## src/thiele_macros.svh

```systemverilog
// Sizing macros for the partition bookkeeping processor
// Include in any file that needs word, table or matrix dimensions
`ifndef THIELE_MACROS_SVH
`define THIELE_MACROS_SVH

// Data word and counter width
`define THIELE_WORD_W 32

// Partition table depth and id width
`define THIELE_NUM_PARTS 16
`define THIELE_PART_ID_W 4

// Size entry width, wide enough for the sum of two PNEW sizes
`define THIELE_SIZE_W 17

// Largest size allowed after merge or transfer
`define THIELE_REGION_LIMIT 1024

// XOR matrix shape
`define THIELE_XOR_ROWS 4
`define THIELE_XOR_COLS 6

`endif
```

## src/thiele_result_pkg.sv

```systemverilog
// Result types returned by the execution units to the CSR bank
// Status and error encodings as seen on the status outputs
`include "thiele_macros.svh"

package thiele_result_pkg;

    // Success codes written to the status register
    typedef enum logic [`THIELE_WORD_W-1:0] {
        PNEW_OK     = 32'd1,
        MERGE_OK    = 32'd3,
        MDL_OK      = 32'd5,
        XFER_OK     = 32'd6,
        XOR_ADD_OK  = 32'd8,
        XOR_SWAP_OK = 32'd9
    } status_code_e;

    // Failure codes written to the error register
    typedef enum logic [`THIELE_WORD_W-1:0] {
        ERR_OPCODE       = 32'h1,
        ERR_TABLE_FULL   = 32'h2,
        ERR_MERGE_SIZE   = 32'h4,
        ERR_MERGE_ID     = 32'h5,
        ERR_MU_OVERFLOW  = 32'h6,
        ERR_MDL_ID       = 32'h7,
        ERR_XFER         = 32'h8,
        ERR_XFER_ID      = 32'h9,
        ERR_XOR_ADD_ROW  = 32'hA,
        ERR_XOR_SWAP_ROW = 32'hB
    } error_code_e;

    // One unit's verdict on the instruction in EXECUTE
    typedef struct packed {
        logic                       hit;
        logic                       ok;
        logic [`THIELE_WORD_W-1:0]  status;
        error_code_e                error;
        logic                       count_part;
        logic                       cost_valid;
        logic [`THIELE_WORD_W-1:0]  cost;
    } unit_result_t;

endpackage

```

## src/thiele_isa_pkg.sv

```systemverilog
// Instruction set types: opcodes, instruction word layout, sequencer states
// Imported by control, the execution units and the top level
package thiele_isa_pkg;

    // Supported opcodes, anything else counts as unknown
    typedef enum logic [7:0] {
        PNEW     = 8'h00,
        PMERGE   = 8'h02,
        LASSERT  = 8'h03,
        MDLACC   = 8'h05,
        XFER     = 8'h07,
        XOR_ADD  = 8'h0B,
        XOR_SWAP = 8'h0C,
        XOR_RANK = 8'h0D,
        EMIT     = 8'h0E
    } opcode_e;

    // Instruction word, opcode in the top byte
    typedef struct packed {
        logic [7:0] opcode;
        logic [7:0] op_a;
        logic [7:0] op_b;
        logic [7:0] rsvd;
    } instr_t;

    // Sequencer states
    typedef enum logic [2:0] {
        FETCH,
        DECODE,
        EXECUTE,
        LOGIC_REQ,
        LOGIC_WAIT
    } ctrl_state_e;

endpackage

```

## src/thiele_cpu.sv

```systemverilog
// Top level of the multi-cycle partition bookkeeping processor
// Connects sequencer, execution units and CSR bank
`timescale 1ns/10ps
`include "thiele_macros.svh"

module thiele_cpu import thiele_isa_pkg::*, thiele_result_pkg::*; (
    input  logic                      clk,
    input  logic                      rst_n,
    // Instruction port, addressed by pc
    input  logic [`THIELE_WORD_W-1:0] instr_data,
    output logic [`THIELE_WORD_W-1:0] pc,
    // Status outputs
    output logic [`THIELE_WORD_W-1:0] cert_addr,
    output logic [`THIELE_WORD_W-1:0] status,
    output logic [`THIELE_WORD_W-1:0] error_code,
    output logic [`THIELE_WORD_W-1:0] partition_ops,
    output logic [`THIELE_WORD_W-1:0] mdl_ops,
    output logic [`THIELE_WORD_W-1:0] info_gain,
    output logic [`THIELE_WORD_W-1:0] mu_total,
    // Logic engine, valid/ready on both channels
    output logic                      logic_req_valid,
    input  logic                      logic_req_ready,
    output logic [`THIELE_WORD_W-1:0] logic_addr,
    input  logic                      logic_rsp_valid,
    output logic                      logic_rsp_ready,
    input  logic [`THIELE_WORD_W-1:0] logic_data
);

    // Instruction broadcast and unit results
    instr_t                    exec_instr;
    logic                      exec_fire;
    logic                      opcode_err;
    logic                      cert_we;
    logic [`THIELE_WORD_W-1:0] cert_data;
    unit_result_t              part_result;
    unit_result_t              xor_result;

    thiele_control i_control (.*);

    thiele_partition_table i_partition_table (
        .clk         (clk),
        .rst_n       (rst_n),
        .exec_instr  (exec_instr),
        .exec_fire   (exec_fire),
        .part_result (part_result)
    );

    thiele_xor_matrix i_xor_matrix (
        .clk        (clk),
        .rst_n      (rst_n),
        .exec_instr (exec_instr),
        .exec_fire  (exec_fire),
        .xor_result (xor_result)
    );

    thiele_csr_bank i_csr_bank (.*);

endmodule

```

## src/thiele_csr_bank.sv

```systemverilog
// Status, error, certificate and counter registers plus the cost accumulator
// Applies unit results, EMIT and unknown opcodes on the execute strobe
`timescale 1ns/10ps
`include "thiele_macros.svh"

module thiele_csr_bank import thiele_isa_pkg::*, thiele_result_pkg::*; (
    input  logic                      clk,
    input  logic                      rst_n,
    input  instr_t                    exec_instr,
    input  logic                      exec_fire,
    input  logic                      opcode_err,
    input  unit_result_t              part_result,
    input  unit_result_t              xor_result,
    input  logic                      cert_we,
    input  logic [`THIELE_WORD_W-1:0] cert_data,
    output logic [`THIELE_WORD_W-1:0] cert_addr,
    output logic [`THIELE_WORD_W-1:0] status,
    output logic [`THIELE_WORD_W-1:0] error_code,
    output logic [`THIELE_WORD_W-1:0] partition_ops,
    output logic [`THIELE_WORD_W-1:0] mdl_ops,
    output logic [`THIELE_WORD_W-1:0] info_gain,
    output logic [`THIELE_WORD_W-1:0] mu_total
);

    unit_result_t              res;
    logic [`THIELE_WORD_W-1:0] mu_acc;
    logic [`THIELE_WORD_W:0]   mu_sum;

    // Units decode disjoint opcodes, at most one hits
    assign res      = part_result.hit ? part_result : xor_result;
    assign mu_sum   = {1'b0, mu_acc} + {1'b0, res.cost};
    assign mu_total = mu_acc + info_gain;

    always_ff @(posedge clk or negedge rst_n) begin
        if (!rst_n) begin
            cert_addr     <= '0;
            status        <= '0;
            error_code    <= '0;
            partition_ops <= '0;
            mdl_ops       <= '0;
            info_gain     <= '0;
            mu_acc        <= '0;
        end else begin
            // Engine answer for LASSERT
            if (cert_we) begin
                cert_addr <= cert_data;
            end
            if (exec_fire) begin
                if (opcode_err) begin
                    error_code <= ERR_OPCODE;
                end else if (exec_instr.opcode == EMIT) begin
                    info_gain <= (exec_instr.op_a == 8'd0) ?
                                 `THIELE_WORD_W'(exec_instr.op_b) : info_gain + 1'b1;
                    status    <= {exec_instr.op_a, exec_instr.op_b, 16'h0};
                end else if (res.hit) begin
                    if (!res.ok) begin
                        error_code <= res.error;
                    end else if (!res.cost_valid) begin
                        status <= res.status;
                    end else if (mu_sum[`THIELE_WORD_W]) begin
                        // Cost would wrap the accumulator
                        error_code <= ERR_MU_OVERFLOW;
                    end else begin
                        mu_acc  <= mu_sum[`THIELE_WORD_W-1:0];
                        mdl_ops <= mdl_ops + 1'b1;
                        status  <= res.status;
                    end
                    if (res.ok && res.count_part) begin
                        partition_ops <= partition_ops + 1'b1;
                    end
                end
            end
        end
    end

endmodule

```

## src/thiele_xor_matrix.sv

```systemverilog
// XOR bit matrix with per-row parity: row add, row swap and a simple rank
// Result is combinational from present contents, rows commit on the execute strobe
`timescale 1ns/10ps
`include "thiele_macros.svh"

module thiele_xor_matrix import thiele_isa_pkg::*, thiele_result_pkg::*; (
    input  logic         clk,
    input  logic         rst_n,
    input  instr_t       exec_instr,
    input  logic         exec_fire,
    output unit_result_t xor_result
);

    // Parity kept alongside its columns so row ops move both together
    typedef struct packed {
        logic                         parity;
        logic [`THIELE_XOR_COLS-1:0]  cols;
    } xor_row_t;

    xor_row_t   rows [`THIELE_XOR_ROWS];
    logic [1:0] t_idx, s_idx;
    logic       rows_ok;
    logic       add_en, swap_en;

    assign t_idx   = exec_instr.op_a[1:0];
    assign s_idx   = exec_instr.op_b[1:0];
    assign rows_ok = (exec_instr.op_a < `THIELE_XOR_ROWS) &&
                     (exec_instr.op_b < `THIELE_XOR_ROWS);

    always_comb begin
        xor_result = '0;
        add_en     = 1'b0;
        swap_en    = 1'b0;
        case (exec_instr.opcode)
            XOR_ADD: begin
                xor_result.hit        = 1'b1;
                xor_result.ok         = rows_ok;
                xor_result.status     = XOR_ADD_OK;
                xor_result.count_part = rows_ok;
                xor_result.error      = rows_ok ? error_code_e'(0) : ERR_XOR_ADD_ROW;
                add_en                = rows_ok;
            end
            XOR_SWAP: begin
                xor_result.hit        = 1'b1;
                xor_result.ok         = rows_ok;
                xor_result.status     = XOR_SWAP_OK;
                xor_result.count_part = rows_ok;
                xor_result.error      = rows_ok ? error_code_e'(0) : ERR_XOR_SWAP_ROW;
                swap_en               = rows_ok;
            end
            XOR_RANK: begin
                // Rows with a leading one in column 0
                xor_result.hit = 1'b1;
                xor_result.ok  = 1'b1;
                for (int r = 0; r < `THIELE_XOR_ROWS; r++) begin
                    xor_result.status = xor_result.status + rows[r].cols[0];
                end
            end
            default: ;
        endcase
    end

    always_ff @(posedge clk or negedge rst_n) begin
        if (!rst_n) begin
            // Starting pattern, column 0 is bit 0
            rows[0] <= {1'b0, 6'b101001};
            rows[1] <= {1'b1, 6'b010010};
            rows[2] <= {1'b1, 6'b100100};
            rows[3] <= {1'b0, 6'b000011};
        end else if (exec_fire) begin
            if (add_en) begin
                rows[t_idx] <= rows[t_idx] ^ rows[s_idx];
            end
            if (swap_en) begin
                rows[t_idx] <= rows[s_idx];
                rows[s_idx] <= rows[t_idx];
            end
        end
    end

endmodule

```

## src/thiele_partition_table.sv

```systemverilog
// Partition size table with PNEW, PMERGE, XFER and MDLACC
// Reports a unit result each cycle and commits on the execute strobe
`timescale 1ns/10ps
`include "thiele_macros.svh"

module thiele_partition_table import thiele_isa_pkg::*, thiele_result_pkg::*; (
    input  logic         clk,
    input  logic         rst_n,
    input  instr_t       exec_instr,
    input  logic         exec_fire,
    output unit_result_t part_result
);

    localparam int ID_W = `THIELE_PART_ID_W;
    localparam int SZ_W = `THIELE_SIZE_W;

    logic [SZ_W-1:0]           sizes [`THIELE_NUM_PARTS];
    logic [ID_W:0]             next_id;
    logic [ID_W-1:0]           cur_id;
    logic [7:0]                id_lim;
    logic [ID_W-1:0]           a_idx, b_idx, n_idx, m_idx;
    logic                      a_ok, b_ok, m_ok, space;
    logic [SZ_W-1:0]           sa, sb, sm, merge_sum;
    // Commit controls
    logic                      wr_en, clr_en, alloc;
    logic [ID_W-1:0]           wr_idx;
    logic [SZ_W-1:0]           wr_val;

    // Bit length of a size, 0 for 0
    function automatic logic [4:0] bit_len(input logic [SZ_W-1:0] v);
        logic [4:0] n;
        n = '0;
        for (int i = 0; i < SZ_W; i++) begin
            if (v[i]) n = 5'(i + 1);
        end
        return n;
    endfunction

    // Id checks against the allocation pointer
    assign id_lim    = 8'(next_id);
    assign a_idx     = exec_instr.op_a[ID_W-1:0];
    assign b_idx     = exec_instr.op_b[ID_W-1:0];
    assign n_idx     = next_id[ID_W-1:0];
    assign a_ok      = exec_instr.op_a < id_lim;
    assign b_ok      = exec_instr.op_b < id_lim;
    assign space     = next_id < `THIELE_NUM_PARTS;
    // MDLACC id 0 selects the current partition
    assign m_ok      = (exec_instr.op_a == 8'd0) || a_ok;
    assign m_idx     = (exec_instr.op_a == 8'd0) ? cur_id : a_idx;
    assign sa        = sizes[a_idx];
    assign sb        = sizes[b_idx];
    assign sm        = sizes[m_idx];
    assign merge_sum = sa + sb;

    // ==========================================================
    // Result and commit decode
    // ==========================================================
    always_comb begin
        part_result = '0;
        wr_en       = 1'b0;
        clr_en      = 1'b0;
        alloc       = 1'b0;
        wr_idx      = n_idx;
        wr_val      = SZ_W'({exec_instr.op_a, exec_instr.op_b});
        case (exec_instr.opcode)
            PNEW: begin
                part_result.hit = 1'b1;
                if (space) begin
                    part_result.ok         = 1'b1;
                    part_result.status     = PNEW_OK;
                    part_result.count_part = 1'b1;
                    wr_en                  = 1'b1;
                    alloc                  = 1'b1;
                end else begin
                    part_result.error = ERR_TABLE_FULL;
                end
            end
            PMERGE: begin
                part_result.hit = 1'b1;
                wr_val          = merge_sum;
                if (!a_ok || !b_ok || a_idx == b_idx || !space) begin
                    part_result.error = ERR_MERGE_ID;
                end else if (merge_sum > `THIELE_REGION_LIMIT) begin
                    part_result.error = ERR_MERGE_SIZE;
                end else begin
                    part_result.ok         = 1'b1;
                    part_result.status     = MERGE_OK;
                    part_result.count_part = 1'b1;
                    wr_en                  = 1'b1;
                    clr_en                 = 1'b1;
                    alloc                  = 1'b1;
                end
            end
            XFER: begin
                part_result.hit = 1'b1;
                wr_idx          = b_idx;
                wr_val          = sb + 1'b1;
                if (!a_ok || !b_ok) begin
                    part_result.error = ERR_XFER_ID;
                end else if (sa != '0 && sb < `THIELE_REGION_LIMIT) begin
                    part_result.ok     = 1'b1;
                    part_result.status = XFER_OK;
                    wr_en              = 1'b1;
                end else begin
                    part_result.error = ERR_XFER;
                end
            end
            MDLACC: begin
                part_result.hit = 1'b1;
                if (m_ok) begin
                    // Overflow against the accumulator is judged in the CSR bank
                    part_result.ok         = 1'b1;
                    part_result.status     = MDL_OK;
                    part_result.cost_valid = 1'b1;
                    part_result.cost       = (sm == '0) ? 32'd1 :
                        `THIELE_WORD_W'(bit_len(sm)) * `THIELE_WORD_W'(sm);
                end else begin
                    part_result.error = ERR_MDL_ID;
                end
            end
            default: ;
        endcase
    end

    always_ff @(posedge clk or negedge rst_n) begin
        if (!rst_n) begin
            for (int i = 0; i < `THIELE_NUM_PARTS; i++) begin
                sizes[i] <= '0;
            end
            next_id <= 1;
            cur_id  <= '0;
        end else if (exec_fire) begin
            if (clr_en) begin
                sizes[a_idx] <= '0;
                sizes[b_idx] <= '0;
            end
            if (wr_en) begin
                sizes[wr_idx] <= wr_val;
            end
            if (alloc) begin
                cur_id  <= n_idx;
                next_id <= next_id + 1'b1;
            end
        end
    end

endmodule

```

## src/thiele_control.sv

```systemverilog
// Fetch/decode/execute sequencer with pc and instruction register
// Broadcasts the instruction to the units and runs the logic engine handshakes
`timescale 1ns/10ps
`include "thiele_macros.svh"

module thiele_control import thiele_isa_pkg::*; (
    input  logic                      clk,
    input  logic                      rst_n,
    input  logic [`THIELE_WORD_W-1:0] instr_data,
    output logic [`THIELE_WORD_W-1:0] pc,
    output instr_t                    exec_instr,
    output logic                      exec_fire,
    output logic                      opcode_err,
    output logic                      cert_we,
    output logic [`THIELE_WORD_W-1:0] cert_data,
    output logic                      logic_req_valid,
    input  logic                      logic_req_ready,
    output logic [`THIELE_WORD_W-1:0] logic_addr,
    input  logic                      logic_rsp_valid,
    output logic                      logic_rsp_ready,
    input  logic [`THIELE_WORD_W-1:0] logic_data
);

    ctrl_state_e               state;
    instr_t                    ir;
    logic                      known_op;
    logic [`THIELE_WORD_W-1:0] pc_next;

    assign pc_next = pc + 4;

    // ==========================================================
    // Sequencer
    // ==========================================================
    always_ff @(posedge clk or negedge rst_n) begin
        if (!rst_n) begin
            state <= FETCH;
            pc    <= '0;
        end else begin
            case (state)
                FETCH:   state <= DECODE;
                DECODE:  state <= EXECUTE;
                EXECUTE: begin
                    // LASSERT retires only after the engine answers
                    if (ir.opcode == LASSERT) begin
                        state <= LOGIC_REQ;
                    end else begin
                        pc    <= pc_next;
                        state <= FETCH;
                    end
                end
                LOGIC_REQ: begin
                    if (logic_req_ready) begin
                        state <= LOGIC_WAIT;
                    end
                end
                LOGIC_WAIT: begin
                    if (logic_rsp_valid) begin
                        pc    <= pc_next;
                        state <= FETCH;
                    end
                end
                default: state <= FETCH;
            endcase
        end
    end

    // Instruction register, loaded at the end of FETCH
    always_ff @(posedge clk) begin
        if (state == FETCH) begin
            ir <= instr_t'(instr_data);
        end
    end

    // Opcode legality, the only place unknown opcodes are detected
    always_comb begin
        case (ir.opcode)
            PNEW, PMERGE, LASSERT, MDLACC, XFER,
            XOR_ADD, XOR_SWAP, XOR_RANK, EMIT: known_op = 1'b1;
            default:                           known_op = 1'b0;
        endcase
    end

    // ==========================================================
    // Unit broadcast and logic engine
    // ==========================================================
    assign exec_instr = ir;
    assign exec_fire  = (state == EXECUTE);
    assign opcode_err = exec_fire && !known_op;

    // Request held stable straight from state and ir
    assign logic_req_valid = (state == LOGIC_REQ);
    assign logic_addr      = {{(`THIELE_WORD_W-16){1'b0}}, ir.op_a, ir.op_b};

    // Response accepted only while waiting
    assign logic_rsp_ready = (state == LOGIC_WAIT);
    assign cert_we         = logic_rsp_ready && logic_rsp_valid;
    assign cert_data       = logic_data;

endmodule

```

## config.mk

```make
export PLATFORM = sky130hd
export DESIGN_NAME = thiele_cpu
export DESIGN_NICKNAME = d
export VERILOG_FILES = /design/src/thiele_result_pkg.sv /design/src/thiele_isa_pkg.sv /design/src/thiele_cpu.sv /design/src/thiele_csr_bank.sv /design/src/thiele_xor_matrix.sv /design/src/thiele_partition_table.sv /design/src/thiele_control.sv
export VERILOG_INCLUDE_DIRS = /design/src /design/src/src
export SDC_FILE = /design/constraint.sdc
export NUM_CORES = 2
export LEC_CHECK = 0
export BUFFER_PORTS_ARGS = -buffer_cell sky130_fd_sc_hd__buf_2
export CORE_ASPECT_RATIO = 0.8
export CORE_MARGIN = 2
export CORE_UTILIZATION = 40
export CTS_CLUSTER_SIZE = 28
export DETAILED_ROUTE_END_ITERATION = 6
export PLACE_DENSITY = 0.64
export SLEW_MARGIN = 25
export SYNTH_ARGS = -nofsm -noshare
export SYNTH_HDL_FRONTEND = slang
export SYNTH_SLANG_ARGS = --single-unit
```

## constraint.sdc

```tcl
create_clock -name clk -period 15.02 [get_ports clk]
set_input_delay 1.502 -clock clk [delete_from_list [all_inputs] [get_ports clk]]
set_output_delay 1.502 -clock clk [all_outputs]
set_load 0.01 [all_outputs]
```

==> results.cfg <==
[global_route]
met1_usage_pct = 34.32
grt_pass1_wl_um = 180600
use_met2_pct = 36.82
gr-usage-all-layers_pct = 25.32
grt_max_degree = 172
met3_usage_pct = 9.115
grt_antenna_before_repair = 2
gr-total-overflow = 0
grt_pass1_vias = 28469
busiest_layer = met2

[critical_path]
end_kind = flip-flop
startpoint_type = flip-flop
reg2reg_depth = 38
critPathKind = flip-flop to flip-flop
critPathMaxStageDelay_ns = 0.91
cp_max_fo = 30
critPathSlowestCell = o31ai_4
cp.required_ns = 15.60
cp_common_cell = nor2_1
worst_ep_arrival_time_ns = 13.48

[finish]
fin_cells = 4788
syn2layout_area_growth_pct = 11.97
fin_nets = 3769
final_core_utilization_pct = 45.15
drive_gt1_share_pct = 22.31

[die]
dieHeight_um = 272.3
rows = 98
die_area_um2 = 92410
die_w_um = 339.4
ios = 358
coreArea_um2 = 89270
initial_core_util_pct = 40.32

[min_path]
hold_path.class = flip-flop to flip-flop
whs_path_depth = 1

[routing]
routed_wl_um = 118700
first_pass_iters = 6
via_per_inst = 6.130
drt_iter0_markers = 3713
vias = 29349
ant_nets = 0
drc = 0
wl_per_cell_um = 24.79

[cts]
hold_buffers = 0
cts_tree = built
cts_setup_buffers = 0
ctsResizeCount = 0
root_buffer = clkbuf_16
cts.clk_slew.worst_paths_ns = 0.07
numClockSinks = 527
h-tree-depth = 2
numCtsBuffers = 59
insertion_delay_ns = 0.69
cts_buffer_depth = 3

[outcome]
status = finished, final reports clean

[timing]
period_minus_slack_ns = 12.90
fin_crit_sh_pct = 85.91
relSlewSlack_pct = 28.29
report.final.slew_viol_count = 0
hold_violations = 0
worst_pin_slew_ns = 1.076
fmax_mhz = 77.50
setup_viol = 0
finalClockSkew_ns = 0.06065
tns_ns = 0
rsz0062_at_grt = no

[yosys]
ys_seq_area_share_pct = 36.97
ys.flop_type = dfrtp_1
syn_area_um2 = 35990
syn_area_per_cell_um2 = 10.82
synth.yosys.warnings = 0
syn_inst = 3328
synth-edff-count = 24
synth_cell_types = 106
async_reset_ff_share_pct = 95.26
synth-seq-cells = 527

[placement]
hpwl_um = 78520
dp.cells = 4674
globalplace.congestion = 0.9355
port_buffers = 291

[power_and_ir_drop]
power_density_nw_per_um2 = 155.4
p_leak_nw = 18.82
irDropWorstVdd_mv = 0.1617

[job]
max_cap_violations = 0
-- cell usage after synthesis (9+ instances only) --
cell	count	area [µm²]
ha_1	115	1439
o21ai_0	103	515.5
mux2i_1	72	720.7
nand4_1	33	206.5
mux2_2	42	473.0
a31oi_1	17	106.4
nand3_1	91	455.4
mux4_2	191	4302
a2111oi_0	10	87.58
nor2b_1	28	175.2
nor2_1	213	799.5
buf_1	12	45.04
o311a_1	17	170.2
fa_1	49	980.9
a21oi_1	88	440.4
a22oi_4	10	212.7
o211ai_1	13	97.59
and2_1	37	231.5
o22ai_1	26	162.7
a22oi_1	12	90.09
dfrtp_1	499	12490
a211oi_1	24	180.2
or2_2	13	81.33
buf_4	103	773.2
and3_1	52	325.3
buf_6	30	337.8
nand2b_1	30	187.7
or3_1	18	112.6
xor2_1	108	945.9
clkbuf_1	88	330.3
a22o_1	258	2260
edfxtp_1	24	720.7
buf_2	48	240.2
inv_1	135	506.7
xnor2_1	110	963.4
o2111ai_1	10	87.58
nor3_1	73	365.4
o41ai_1	9	78.83
a21o_1	38	285.3
nand2_1	254	953.4
nor4_1	26	162.7
o21a_1	17	127.6
-- placed cells by master (no fill, tap or decap), types with 14 or more instances in the layout --
master / count
a211oi_1: 24
a21o_1: 38
a21oi_1: 88
a22o_1: 258
a31oi_1: 17
and2_1: 37
and3_1: 52
buf_2: 290
buf_4: 76
clkbuf_16: 60
clkinv_2: 15
conb_1: 64
dfrtp_1: 499
edfxtp_1: 24
fa_1: 49
ha_1: 115
inv_1: 135
mux2_2: 42
mux2i_1: 72
mux4_2: 191
nand2_1: 254
nand2b_1: 30
nand3_1: 91
nand4_1: 33
nor2_1: 196
nor2_2: 14
nor2b_1: 24
nor3_1: 69
nor4_1: 24
o21a_1: 17
o21ai_0: 102
o22ai_1: 26
o311a_1: 17
or3_1: 18
xnor2_1: 110
xor2_1: 108
-- layout make-up --
| cell class | instances | area [µm²] |
|---|---|---|
| fill | 8385 | 48960 |
| multi-input combinational | 2440 | 20770 |
| sequential | 527 | 13310 |
| timing repair buffer | 372 | 2120 |
| clock buffer | 77 | 1655 |
| tap | 1200 | 1501 |
| inverter | 137 | 514.2 |
| clock inverter | 33 | 430.4 |
| antenna | 2 | 5.005 |
-- power by group --
group | internal (mW) | leakage [nW] | switching [mW]
Clock | 0.918 | 1.03 | 0.653
Combinational | 1.17 | 10.7 | 1.88
Sequential | 1.54 | 7.06 | 0.104
Total | 3.62 | 18.8 | 2.64
-- flip-flops by register name (all words and copies together) (netlist names), named ones only --
| register | flops |
|---|---|
| i_partition_table.sizes | 272 |
| i_csr_bank.info_gain | 32 |
| i_control.exec_instr | 24 |
| i_control.state | 3 |
| i_csr_bank.status | 20 |
| i_csr_bank.cert_addr | 32 |
| i_partition_table.cur_id | 4 |
| i_csr_bank.mu_acc | 32 |
| i_xor_matrix.rows | 4 |
| i_control.pc | 30 |
| i_csr_bank.error_code | 4 |
| i_csr_bank.partition_ops | 32 |
| i_csr_bank.mdl_ops | 32 |
| i_partition_table.next_id | 5 |
-- critical path: cells and delay by family (launching register included) --
family | cells | cell delay [ns]
xor+xnor | 2 | 0.34
buf+inv | 4 | 0.94
fa+ha+maj | 5 | 2.24
mux | 2 | 0.37
flops | 1 | 0.52
compound gates | 15 | 5.22
simple gates | 10 | 3.08
-- per-stage QoR --
stage | hold slack, ns | area [µm²] | power (mW) | setup slack (ns)
4_1_cts | 0.4738 | 40260 | 6.273 | 2.007
3_5_place_dp | 0.4657 | 38180 | 4.687 | 2.101
5_1_grt | 0.4876 | 40300 | 6.727 | 1.296
3_3_place_gp | 0.4502 | 38170 | 4.656 | 2.159
2_1_floorplan | 0.4509 | 36230 | 3.929 | 4.583
6_report | 0.4666 | 40300 | 6.265 | 2.116
-- cells by family after synthesis --
family | count (synthesis) | synth area share, %
xor+xnor | 218 | 5.305
buf+inv | 423 | 6.323
fa+ha+maj | 164 | 6.723
simple gates | 912 | 12.28
mux | 310 | 15.47
other cells | 2 | 0.02087
compound gates | 772 | 16.92
flops | 527 | 36.97
-- layer usage --
layer | part of all wire [%] | wire [µm]
met4 | 4.2 | 5034
met1 | 41 | 48570
met5 | 0.057 | 68
met2 | 43 | 50520
met3 | 12 | 14500
-- worst paths after layout --
path	from	end	slack, ns
max in group asynchronous	rst_n	i_partition_table.sizes[91]$_DFFE_PN0P_	11.82
max reg2reg	i_control.exec_instr[23]$_DFFE_PN_	i_csr_bank.mu_acc[27]$_DFFE_PN0P_	2.12
min reg2reg	i_csr_bank.mdl_ops[31]$_DFFE_PN0P_	i_csr_bank.mdl_ops[31]$_DFFE_PN0P_	0.47
min	i_csr_bank.mdl_ops[31]$_DFFE_PN0P_	i_csr_bank.mdl_ops[31]$_DFFE_PN0P_	0.47
max	i_control.exec_instr[23]$_DFFE_PN_	i_csr_bank.mu_acc[27]$_DFFE_PN0P_	2.12
min in group asynchronous	rst_n	i_csr_bank.status[28]$_DFFE_PN0P_	0.85
(Power assumes the default switching activity.)
